`src/cpu_pkg.sv`:
```
package cpu_pkg;

	// Data word and instruction fields
	typedef logic [31:0] word_t;
	typedef logic [4:0] reg_idx_t;
	typedef logic [5:0] opcode_t;
	typedef logic [5:0] funct_t;

	// ------------------------------
	// Opcodes
	localparam opcode_t OP_RTYPE = 6'h00;
	localparam opcode_t OP_J = 6'h02;
	localparam opcode_t OP_BEQ = 6'h04;
	localparam opcode_t OP_BNE = 6'h05;
	localparam opcode_t OP_ADDI = 6'h08;
	localparam opcode_t OP_SLTI = 6'h0a;
	localparam opcode_t OP_ANDI = 6'h0c;
	localparam opcode_t OP_ORI = 6'h0d;
	localparam opcode_t OP_LUI = 6'h0f;
	localparam opcode_t OP_LW = 6'h23;
	localparam opcode_t OP_SW = 6'h2b;

	// Funct values under OP_RTYPE
	localparam funct_t FN_SLL = 6'h00;
	localparam funct_t FN_SRL = 6'h02;
	localparam funct_t FN_ADD = 6'h20;
	localparam funct_t FN_SUB = 6'h22;
	localparam funct_t FN_AND = 6'h24;
	localparam funct_t FN_OR = 6'h25;
	localparam funct_t FN_NOR = 6'h27;
	localparam funct_t FN_SLT = 6'h2a;

	// ------------------------------
	// ALU operation codes
	typedef enum logic [3:0] {
		ALU_ADD = 4'h1,
		ALU_SUB = 4'h2,
		ALU_SRL = 4'h4,
		ALU_SLL = 4'h5,
		ALU_AND = 4'h6,
		ALU_OR = 4'h7,
		ALU_NOR = 4'h8,
		ALU_SLT = 4'h9
	} alu_op_e;

	// Source of the second ALU operand
	typedef enum logic [1:0] {
		OP2_RT,
		OP2_SIMM,
		OP2_ZIMM,
		OP2_SHAMT
	} op2_sel_e;

	// Five phases per instruction
	typedef enum logic [2:0] {
		PH_FETCH = 3'd0,
		PH_DECODE = 3'd1,
		PH_EXE = 3'd2,
		PH_MEM = 3'd3,
		PH_WB = 3'd4
	} proc_phase_e;

	// Decoded instruction, held from one DECODE to the next
	typedef struct packed {
		reg_idx_t rs;
		reg_idx_t rt;
		reg_idx_t dest;
		alu_op_e alu_op;
		op2_sel_e op2_sel;
		logic [15:0] imm;
		logic [25:0] jump_target;
		logic writes_reg;
		logic is_load;
		logic is_store;
		logic is_beq;
		logic is_bne;
		logic is_jump;
		logic is_lui;
	} dec_ctrl_t;

	// Request to the word-addressed memory
	typedef struct packed {
		logic rd;
		logic wr;
		word_t addr;
		word_t wdata;
	} mem_req_t;

endpackage

```
`src/alu.sv`:
```
`timescale 1ns/1ps

module alu (
	input logic CLK,
	input logic rst_n,
	input cpu_pkg::proc_phase_e phase,
	input cpu_pkg::alu_op_e alu_op,
	input cpu_pkg::word_t op_a,
	input cpu_pkg::word_t op_b,
	output cpu_pkg::word_t result,
	output logic zero
);
	import cpu_pkg::*;

	word_t result_c;

	// ------------------------------
	// Operation select
	always_comb begin
		case (alu_op)
			ALU_ADD: result_c = op_a + op_b;
			ALU_SUB: result_c = op_a - op_b;
			ALU_AND: result_c = op_a & op_b;
			ALU_OR: result_c = op_a | op_b;
			ALU_NOR: result_c = ~(op_a | op_b);
			// Signed compare
			ALU_SLT: result_c = {31'd0, $signed(op_a) < $signed(op_b)};
			// Shift amount in the low five bits
			ALU_SLL: result_c = op_a << op_b[4:0];
			ALU_SRL: result_c = op_a >> op_b[4:0];
			default: result_c = '0;
		endcase
	end

	// Result and flag frozen at end of EXE
	// MEM address and WB data read them from here
	always_ff @(posedge CLK or negedge rst_n) begin
		if (!rst_n) begin
			result <= '0;
			zero <= 1'b0;
		end else if (phase == PH_EXE) begin
			result <= result_c;
			zero <= (result_c == '0);
		end
	end

endmodule

```
`src/cpu_core.sv`:
```
`timescale 1ns/1ps

module cpu_core #(
	parameter cpu_pkg::word_t RESET_PC = '0
) (
	input logic CLK,
	input logic rst_n,
	output cpu_pkg::mem_req_t mem_req,
	input cpu_pkg::word_t mem_rdata
);
	import cpu_pkg::*;

	proc_phase_e phase;
	dec_ctrl_t ctrl;
	word_t rs_data;
	word_t rt_data;
	word_t alu_op_b;
	word_t alu_result;
	logic zero;
	word_t pc;
	word_t wb_data;
	logic rf_wr_en;

	// ------------------------------
	// Sequencing and decode
	phase_sequencer u_phase_sequencer (
		.CLK(CLK),
		.rst_n(rst_n),
		.phase(phase)
	);

	// Instruction word arrives during DECODE
	instr_decoder u_instr_decoder (
		.CLK(CLK),
		.rst_n(rst_n),
		.phase(phase),
		.instr(mem_rdata),
		.ctrl(ctrl)
	);

	// ------------------------------
	// Datapath
	reg_file u_reg_file (
		.CLK(CLK),
		.rst_n(rst_n),
		.rd_idx_a(ctrl.rs),
		.rd_idx_b(ctrl.rt),
		.rd_data_a(rs_data),
		.rd_data_b(rt_data),
		.wr_en(rf_wr_en),
		.wr_idx(ctrl.dest),
		.wr_data(wb_data)
	);

	// Second operand mux
	always_comb begin
		case (ctrl.op2_sel)
			OP2_RT: alu_op_b = rt_data;
			OP2_SIMM: alu_op_b = {{16{ctrl.imm[15]}}, ctrl.imm};
			OP2_ZIMM: alu_op_b = {16'd0, ctrl.imm};
			// shamt sits in imm[10:6]
			default: alu_op_b = {27'd0, ctrl.imm[10:6]};
		endcase
	end

	alu u_alu (
		.CLK(CLK),
		.rst_n(rst_n),
		.phase(phase),
		.alu_op(ctrl.alu_op),
		.op_a(rs_data),
		.op_b(alu_op_b),
		.result(alu_result),
		.zero(zero)
	);

	pc_unit #(
		.RESET_PC(RESET_PC)
	) u_pc_unit (
		.CLK(CLK),
		.rst_n(rst_n),
		.phase(phase),
		.ctrl(ctrl),
		.zero(zero),
		.pc(pc)
	);

	// ------------------------------
	// Memory strobes, one cycle each
	always_comb begin
		mem_req = '0;
		case (phase)
			PH_FETCH: begin
				// No fetch while held in reset
				mem_req.rd = rst_n;
				mem_req.addr = pc;
			end
			PH_MEM: begin
				mem_req.rd = ctrl.is_load;
				mem_req.wr = ctrl.is_store;
				mem_req.addr = alu_result;
				mem_req.wdata = rt_data;
			end
			default: ;
		endcase
	end

	// Writeback source, load data valid during WB
	assign wb_data = ctrl.is_lui ? {ctrl.imm, 16'd0}
		: (ctrl.is_load ? mem_rdata : alu_result);
	assign rf_wr_en = (phase == PH_WB) && ctrl.writes_reg;

	// Never a read and a write together
	a_rd_wr_excl: assert property (@(posedge CLK) disable iff (!rst_n)
		!(mem_req.rd && mem_req.wr));

	// Store three cycles after its fetch, gone by WB
	a_wr_in_mem: assert property (@(posedge CLK) disable iff (!rst_n)
		mem_req.wr |-> $past(mem_req.rd, 3) ##1 !mem_req.wr);

endmodule

```
`src/instr_decoder.sv`:
```
`timescale 1ns/1ps

module instr_decoder (
	input logic CLK,
	input logic rst_n,
	input cpu_pkg::proc_phase_e phase,
	input cpu_pkg::word_t instr,
	output cpu_pkg::dec_ctrl_t ctrl
);
	import cpu_pkg::*;

	opcode_t opcode;
	funct_t funct;
	dec_ctrl_t dec;

	assign opcode = instr[31:26];
	assign funct = instr[5:0];

	// ------------------------------
	// Field split and class decode
	always_comb begin
		dec = '0;
		dec.rs = instr[25:21];
		dec.rt = instr[20:16];
		// I-type writes rt
		dec.dest = instr[20:16];
		dec.imm = instr[15:0];
		dec.jump_target = instr[25:0];
		dec.alu_op = ALU_ADD;
		dec.op2_sel = OP2_SIMM;
		case (opcode)
			OP_RTYPE: begin
				// R-type writes rd
				dec.dest = instr[15:11];
				dec.op2_sel = OP2_RT;
				dec.writes_reg = 1'b1;
				case (funct)
					FN_ADD: dec.alu_op = ALU_ADD;
					FN_SUB: dec.alu_op = ALU_SUB;
					FN_AND: dec.alu_op = ALU_AND;
					FN_OR: dec.alu_op = ALU_OR;
					FN_NOR: dec.alu_op = ALU_NOR;
					FN_SLT: dec.alu_op = ALU_SLT;
					FN_SLL: begin
						dec.alu_op = ALU_SLL;
						dec.op2_sel = OP2_SHAMT;
					end
					FN_SRL: begin
						dec.alu_op = ALU_SRL;
						dec.op2_sel = OP2_SHAMT;
					end
					// Unknown funct, no write
					default: dec.writes_reg = 1'b0;
				endcase
			end
			OP_ADDI: dec.writes_reg = 1'b1;
			OP_ANDI: begin
				dec.writes_reg = 1'b1;
				dec.alu_op = ALU_AND;
				dec.op2_sel = OP2_ZIMM;
			end
			OP_ORI: begin
				dec.writes_reg = 1'b1;
				dec.alu_op = ALU_OR;
				dec.op2_sel = OP2_ZIMM;
			end
			OP_SLTI: begin
				dec.writes_reg = 1'b1;
				dec.alu_op = ALU_SLT;
			end
			OP_LUI: begin
				dec.writes_reg = 1'b1;
				dec.is_lui = 1'b1;
			end
			// Address is rs plus sign-extended imm
			OP_LW: begin
				dec.writes_reg = 1'b1;
				dec.is_load = 1'b1;
			end
			OP_SW: dec.is_store = 1'b1;
			// Branches compare by subtraction
			OP_BEQ: begin
				dec.alu_op = ALU_SUB;
				dec.op2_sel = OP2_RT;
				dec.is_beq = 1'b1;
			end
			OP_BNE: begin
				dec.alu_op = ALU_SUB;
				dec.op2_sel = OP2_RT;
				dec.is_bne = 1'b1;
			end
			OP_J: dec.is_jump = 1'b1;
			// Anything else only steps the PC
			default: ;
		endcase
	end

	// Instruction register, decoded form
	always_ff @(posedge CLK or negedge rst_n) begin
		if (!rst_n) begin
			ctrl <= '0;
		end else if (phase == PH_DECODE) begin
			ctrl <= dec;
		end
	end

endmodule

```
`src/pc_unit.sv`:
```
`timescale 1ns/1ps

module pc_unit #(
	parameter cpu_pkg::word_t RESET_PC = '0
) (
	input logic CLK,
	input logic rst_n,
	input cpu_pkg::proc_phase_e phase,
	input cpu_pkg::dec_ctrl_t ctrl,
	input logic zero,
	output cpu_pkg::word_t pc
);
	import cpu_pkg::*;

	word_t pc_seq;
	word_t pc_branch;
	word_t pc_jump;
	word_t pc_nxt;
	logic branch_taken;

	// Candidate targets
	assign pc_seq = pc + 32'd1;
	// Branch offset counts from pc+1
	assign pc_branch = pc_seq + {{16{ctrl.imm[15]}}, ctrl.imm};
	assign pc_jump = {6'd0, ctrl.jump_target};

	// zero comes from rs - rt in EXE
	assign branch_taken = (ctrl.is_beq && zero) || (ctrl.is_bne && !zero);

	// ------------------------------
	// Next PC select
	always_comb begin
		if (ctrl.is_jump) begin
			pc_nxt = pc_jump;
		end else if (branch_taken) begin
			pc_nxt = pc_branch;
		end else begin
			pc_nxt = pc_seq;
		end
	end

	// Update once per instruction
	always_ff @(posedge CLK or negedge rst_n) begin
		if (!rst_n) begin
			pc <= RESET_PC;
		end else if (phase == PH_WB) begin
			pc <= pc_nxt;
		end
	end

endmodule

```
`src/phase_sequencer.sv`:
```
`timescale 1ns/1ps

module phase_sequencer (
	input logic CLK,
	input logic rst_n,
	output cpu_pkg::proc_phase_e phase
);
	import cpu_pkg::*;

	proc_phase_e phase_nxt;

	// Fixed ring, no stall input
	always_comb begin
		case (phase)
			PH_FETCH: phase_nxt = PH_DECODE;
			PH_DECODE: phase_nxt = PH_EXE;
			PH_EXE: phase_nxt = PH_MEM;
			PH_MEM: phase_nxt = PH_WB;
			// WB and any stray code fall back to FETCH
			default: phase_nxt = PH_FETCH;
		endcase
	end

	always_ff @(posedge CLK or negedge rst_n) begin
		if (!rst_n) begin
			phase <= PH_FETCH;
		end else begin
			phase <= phase_nxt;
		end
	end

endmodule

```
`src/reg_file.sv`:
```
`timescale 1ns/1ps

module reg_file (
	input logic CLK,
	input logic rst_n,
	input cpu_pkg::reg_idx_t rd_idx_a,
	input cpu_pkg::reg_idx_t rd_idx_b,
	output cpu_pkg::word_t rd_data_a,
	output cpu_pkg::word_t rd_data_b,
	input logic wr_en,
	input cpu_pkg::reg_idx_t wr_idx,
	input cpu_pkg::word_t wr_data
);
	import cpu_pkg::*;

	localparam int unsigned NUM_REGS = 32;

	// Storage, r0 is an ordinary register here
	word_t regs [NUM_REGS];

	// Async clear, one write port
	always_ff @(posedge CLK or negedge rst_n) begin
		if (!rst_n) begin
			for (int i = 0; i < NUM_REGS; i++) begin
				regs[i] <= '0;
			end
		end else if (wr_en) begin
			regs[wr_idx] <= wr_data;
		end
	end

	// ------------------------------
	// Combinational read ports
	assign rd_data_a = regs[rd_idx_a];
	assign rd_data_b = regs[rd_idx_b];

endmodule

```
`config.mk`:
```
export PLATFORM = sky130hd
export DESIGN_NAME = cpu_core
export DESIGN_NICKNAME = d
export VERILOG_FILES = /design/src/cpu_pkg.sv /design/src/alu.sv /design/src/cpu_core.sv /design/src/instr_decoder.sv /design/src/pc_unit.sv /design/src/phase_sequencer.sv /design/src/reg_file.sv
export SDC_FILE = /design/constraint.sdc
export NUM_CORES = 2
export LEC_CHECK = 0
export BUFFER_PORTS_ARGS = -buffer_cell sky130_fd_sc_hd__buf_2
export CORE_MARGIN = 5
export CORE_UTILIZATION = 31
export DETAILED_ROUTE_END_ITERATION = 8
export SLEW_MARGIN = 30
export SYNTH_ARGS = -nofsm -noshare
export SYNTH_HDL_FRONTEND = slang
export SYNTH_SLANG_ARGS = --single-unit
```
`constraint.sdc`:
```
create_clock -name CLK -period 9.8 [get_ports CLK]
set_input_delay 0.49 -clock CLK [delete_from_list [all_inputs] [get_ports CLK]]
set_output_delay 0.49 -clock CLK [all_outputs]
set_load 0.02 [all_outputs]
```
---- Word level (Yosys, flattened, before mapping) ----
Cells that the tools add are included.
word-level totals
  register bits after elaboration ......... 1162
  input port bits ......................... 34
  output and inout port bits .............. 66
  word-level logic and storage cells ...... 147
operators by class
  $add $sub $neg .......................... 4
  order comparisons ....................... 5
  equality and inequality tests ........... 31
  shifts and indexed selects .............. 2
  muxes and demuxes ....................... 33
  bitwise logic cells ..................... 6
  reductions and logical operators ........ 16
operator list
  operator                 count
  $bwmux W1024             1
  $bmux W32 S5             2
  $mux W32                 10
  $pmux W32 S8             1
  $demux W32 S5            1
  $pmux W32 S3             1
  $add A32 B32 Y32         2
  $pmux W32 S2             1
  $eq A6 B6 Y1 const B     8
  $add A32 B1 Y32 const B  1
  $and A32 B32 Y32         1
  $logic_not A32 Y1        1
  $lt A32 B32 Y1           1
  $not A32 Y32             1
  $or A32 B32 Y32          1
  $shl A32 B5 Y32          1
  $shr A32 B5 Y32          1
  $sub A32 B32 Y32         1
  $eq A6 B4 Y1 const B     5
  $pmux W4 S7              1
  $pmux W4 S5              1
  $ge A6 B6 Y1 const B     3
  $not A5 Y6               3
  $eq A4 B3 Y1 const B     4
  26 further kinds         44

---- Longest topological paths before layout ----
  depth in word-level cells ............... 9
  depth in mapped cells ................... 30
  mapped depth without buffers ............ 24

---- Cells and area by module ----
Synthesis repeated with hierarchy kept, for this count alone.
unflattened totals
  cell total of the unflattened synthesis .. 7172
  area, all modules ....................... 75099.5 sq um
by module, submodules not included
  module           instances  cells each  area an instance (sq um)  sequential area each (sq um)
  reg_file         1          4605        56245.2                   25624.6
  alu              1          1462        10416.2                   825.8
  pc_unit          1          519         4015.1                    800.8
  instr_decoder    1          252         2205.9                    1101.1
  cpu_core         1          326         2118.3                    0.0
  phase_sequencer  1          8           98.8                      75.1

---- Worst setup path after synthesis ----
No wires, ideal clock.
  path type ............................... reg-to-reg
  from .................................... register u_instr_decoder.ctrl[23] (netlist name)
  to ...................................... register u_alu.zero
  library setup time ...................... 0.092 ns
  arrival time ............................ 6.933 ns
  required time ........................... 9.708 ns
  path slack .............................. 2.775 ns
  stages on the path, launching flop included .. 27
  buffers on the path ..................... 6
  period minus slack after synthesis ...... 7.025 ns
  path through ............................ dfrtp_1 -> buf_6 -> buf_6 -> buf_4 -> buf_1 -> buf_1 -> buf_1 -> mux4_2 -> mux4_2 -> mux2i_1 -> o21a_1 -> ha_1 -> o21a_1 -> nor2_1 -> inv_1 -> a311o_1 -> a21oi_1 -> o21ai_1 -> a2111oi_0 -> nor3_1 -> or3_1 -> and4_1 -> a211oi_1 -> o211ai_1 -> nor4_1 -> nand4_1 -> o31ai_2
RTL lines
  what                  line       text
  end signal, assigned  alu.sv:43  zero <= (result_c == '0);
  end, declared         alu.sv:11  output logic zero

==> results.md <==
Job:
- Max-cap violations in this run came to 0.

Synthesis:
- The mapped netlist covers 0.0688 sq mm.
- The number of enable-type register cells in the synthesized netlist is 0.
- The part of the Yosys area used for sequential elements is 41.3%.
- The post-synthesis net count is 6884.
- The post-synthesis cell count is 6706.
- Counting distinct cell types in the post-synthesis netlist gives 99.
- After synthesis, the share of flip-flops with an asynchronous set or reset is 100%.
- The synthesized design contains 1136 register bits.
- During synthesis, Yosys emitted a total of 0 warnings.
- The mean instance size in the synthesized netlist is 10.3 sq um.
- The flip-flop cell with the highest count after synthesis is dfrtp_1.

GRT:
- The met2 usage in global routing is 34.3%.
- The number of antenna violations at the first check in global routing is 10.
- The first global-routing pass estimated 386000 um of wire.
- The global routing stage identified its most utilized layer as met2.
- The via count of the first global-routing pass is 54918.
- For this run, global-route usage on met1 was measured as 30.8%.
- The total track usage is 22.3%.
- Global routing used 4.41% of the available met3 tracks.
- The maximum number of pins on one net before global-route repair is 175.
- The overflow left after global routing is 0.

Detailed routing:
- After the first detailed-routing iteration, the DRC count stood at 7261.
- The average vias per placed instance is 5.88.
- The remaining design rule violation count is 0.
- The average detailed-routed wire length per instance is 27.4 um.
- Summed over all layers, the routed wires come to 263000 um.
- The number of nets still failing antenna checks after routing is 0.
- The number of search-and-repair iterations in the first detailed-routing pass is 6.
- The total vias in the final route is 56273.

Worst setup path:
- The required time reported for the critical path endpoint is 10.46 ns.
- Setup slack on the worst reg-to-reg path comes out at 1.68 ns.
- The critical path is of the reg2reg type.
- The type of origin of the critical path is a flop.
- The data arrival time of the worst path is 8.78 ns.
- The largest single stage delay on the critical path is 0.88 ns.
- Among cell families on the critical path, the largest total delay comes from compound AO/OA/AOI/OAI gates.
- The critical path's slowest cell is dfrtp_4.
- Walking the worst path, the cells encountered are buf_4 > mux4_2 > mux2_2 > mux4_2 > a21o_2 > buf_4 > clkinv_2 > ha_1 > a31oi_1 > nand3_1 > nand3_1 > a31o_2 > a21oi_1 > o31ai_1 > o21ai_0 > o41ai_1 > o31ai_1 > a2111oi_0 > or4b_1 > mux2i_1 > o21ai_1 > mux2_2.
- Along the worst path, the maximum fanout reaches 44.
- The worst setup path is captured at a flop.
- The number of buffers and inverters on the critical path is 3.

Power and ir drop:
- Summed over all cells, the static leakage comes to 31.9 nW.
- The peak supply drop is 0.163 mV.
- Dividing total power by cell area gives a power density of 157 mW/mm^2.

Finish:
- For this run, the share of the core covered by cells in the final layout is 34.7%.
- The final design instance area without fill is 0.0768 sq mm.
- The net count of the finished layout is 6674.
- The area growth from synthesis to layout is 11.7%.
- The library cells used most frequently in the layout, excluding fill and tap cells, are nand2_1, o21ai_0, dfrtp_1, mux4_2, nor2_1.
- The leading cell type in the layout, fill and taps excluded is nand2_1.
- The share of post-route cells with drive strength above 1 is 19.8%.

Timing:
- Setup repair after global routing left no endpoint under its margin.
- Hold is met by 0.0502 ns.
- The count of final hold-check violations is 0.
- The relative max-transition margin is 28.5%.
- The slew at the pin closest to its max-slew limit is 1.07 ns.
- The number of pins with negative max-slew slack in the final report is 0.
- Once routing completed, OpenROAD measured the worst setup slack at 1.68 ns.
- The setup total negative slack is 0 ns.
- The final worst-path cycle share is 82.8%.
- The highest clock rate is 123 MHz.
- On the final layout, the worst clock skew is 0.0383 ns.
- The post-layout minimum cycle time is 8.12 ns.
- The total setup violations reported at the end of the flow is 0.

Place:
- The post-detailed-placement cell area is 0.0722 sq mm.
- The detailed placer's ending HPWL is 170000 um.
- The number of port buffers is 99.
- The post-placement setup slack is 1.94 ns.
- The congestion estimate from routability-driven global placement came to 0.978.

Floorplanning:
- During I/O placement, the number of pins put on the boundary was 100.
- The vertical extent of the die is 481 um.
- In this run the core area contains 173 standard-cell rows.
- The floorplan core area is 0.221 sq mm.
- The floorplan step defined a die boundary enclosing 0.231 sq mm.
- The die is 481 um wide.
- The effective utilization at floorplan is 31.1%.

Clocking:
- The maximum buffer depth of the clock tree is 3.
- The TritonCTS clock tree is done.
- The clock net in this run drives a total of 1136 sinks.
- The clock network latency to the later pin of the worst-skew pair is 0.81 ns.
- After clock tree synthesis, the clock-pin slew on the worst setup and hold paths is 0.06 ns.
- The clock tree root buffer cell is clkbuf_16.
- The number of H-tree levels is 3.
- The number of resized instances in the post-cts repair step is 0.
- The number of CTS-inserted buffers is 117.

Status:
- The run finished with clean final reports.

Hold path:
- The worst min-delay path class is in2reg.
## where the power goes
group,switching (mW),internal (mW)
Clock,2.09,2.78
Sequential,0.253,4.86
Combinational,1.39,0.714
## layout make-up
class                           count  area [sq um]
Antenna cell                        1          2.50
Clock buffer                      162          3400
Clock inverter                     61           798
Fill cell                       22017        145000
Inverter                          109           410
Multi-Input combinational cell   4851         37800
Sequential cell                  1136         28500
Tap cell                         2975          3720
Timing Repair Buffer              281          2250
## worst min-delay path, stage by stage
cell     delay, ns
buf_2         0.15
nand3_1       0.09
o31ai_1       0.06
## path summary, 6_finish.rpt
| path | from | to | cells after the start |
|---|---|---|---|
| max in group asynchronous | rst_n | u_instr_decoder.ctrl[32]$_DFFE_PN0P_ | 5 |
| worst max-delay path | u_instr_decoder.ctrl[24]$_DFFE_PN0P_ | u_alu.result[31]$_DFFE_PN0N_ | 22 |
| worst min register to register | u_reg_file.regs[24]$_DFFE_PN0P_ | u_reg_file.regs[24]$_DFFE_PN0P_ | 2 |
| worst max register to register | u_instr_decoder.ctrl[24]$_DFFE_PN0P_ | u_alu.result[31]$_DFFE_PN0N_ | 22 |
| min in group asynchronous | rst_n | u_reg_file.regs[181]$_DFFE_PN0P_ | 2 |
| worst min-delay path | mem_rdata[28] | u_instr_decoder.ctrl[0]$_DFFE_PN0P_ | 3 |
## flip-flops by register name, summed over array words and instances (netlist names)
register                 count
u_reg_file.regs           1024
u_pc_unit.pc                32
u_alu.zero                   1
u_alu.result                32
u_instr_decoder.ctrl        44
u_phase_sequencer.phase      3
## layer usage
layer	part of all wire, %	up-vias
met3	9.1	516
met2	45	2870
li1	-	24067
met4	4.5	2
met1	41	28818
met5	0.0065	-
## Yosys cell counts (all sizes together), types with 23 or more instances
cell type / count / share of area [%]
a221oi: 34 / 0.44
o21a: 40 / 0.44
mux2i: 126 / 1.9
and2: 24 / 0.22
o211ai: 33 / 0.36
xnor2: 32 / 0.41
mux4: 628 / 21
nand2: 1379 / 7.5
mux2: 52 / 0.86
dfrtp: 1136 / 41
nand3: 63 / 0.47
or2: 28 / 0.25
nor2: 232 / 1.3
and3: 45 / 0.42
buf: 144 / 1.3
a22o: 43 / 0.55
nor3: 114 / 0.83
a21o: 23 / 0.25
ha: 141 / 2.6
a21oi: 211 / 1.6
or3: 26 / 0.24
inv: 100 / 0.55
a211oi: 41 / 0.45
clkbuf: 466 / 2.5
o21ai: 1213 / 8.8
## metrics by stage
stage | total power, mW | cells
6_report | 12.1 | 9576
5_1_grt | 12.5 | 9576
4_1_cts | 12.1 | 9569
3_5_place_dp | 7.24 | 9322
3_3_place_gp | 7.22 | 9318
2_1_floorplan | 6.44 | 6706
## kinds of logic (layout without fill, tap and decap cells)
| group | Yosys count | after routing | share of synthesized area [%] |
|---|---|---|---|
| AO/OA/AOI/OAI | 1843 | 1843 | 15.4 |
| XOR/XNOR | 49 | 49 | 0.624 |
| multiplexers | 806 | 806 | 23.3 |
| AND/OR/NAND/NOR | 2009 | 2009 | 12.2 |
| adder cells (fa/ha/maj) | 144 | 144 | 2.65 |
| flip-flops | 1136 | 1136 | 41.3 |
| buffers and inverters | 719 | 613 | 4.47 |
| other | 0 | 1 | 0 |
## what timing repair did
action / CTS / global route
hold endpoints to repair: 85 / 0
hold buffers: 24 / 0
setup buffers: 0 / 0
Power figures use the tool's default switching activity.
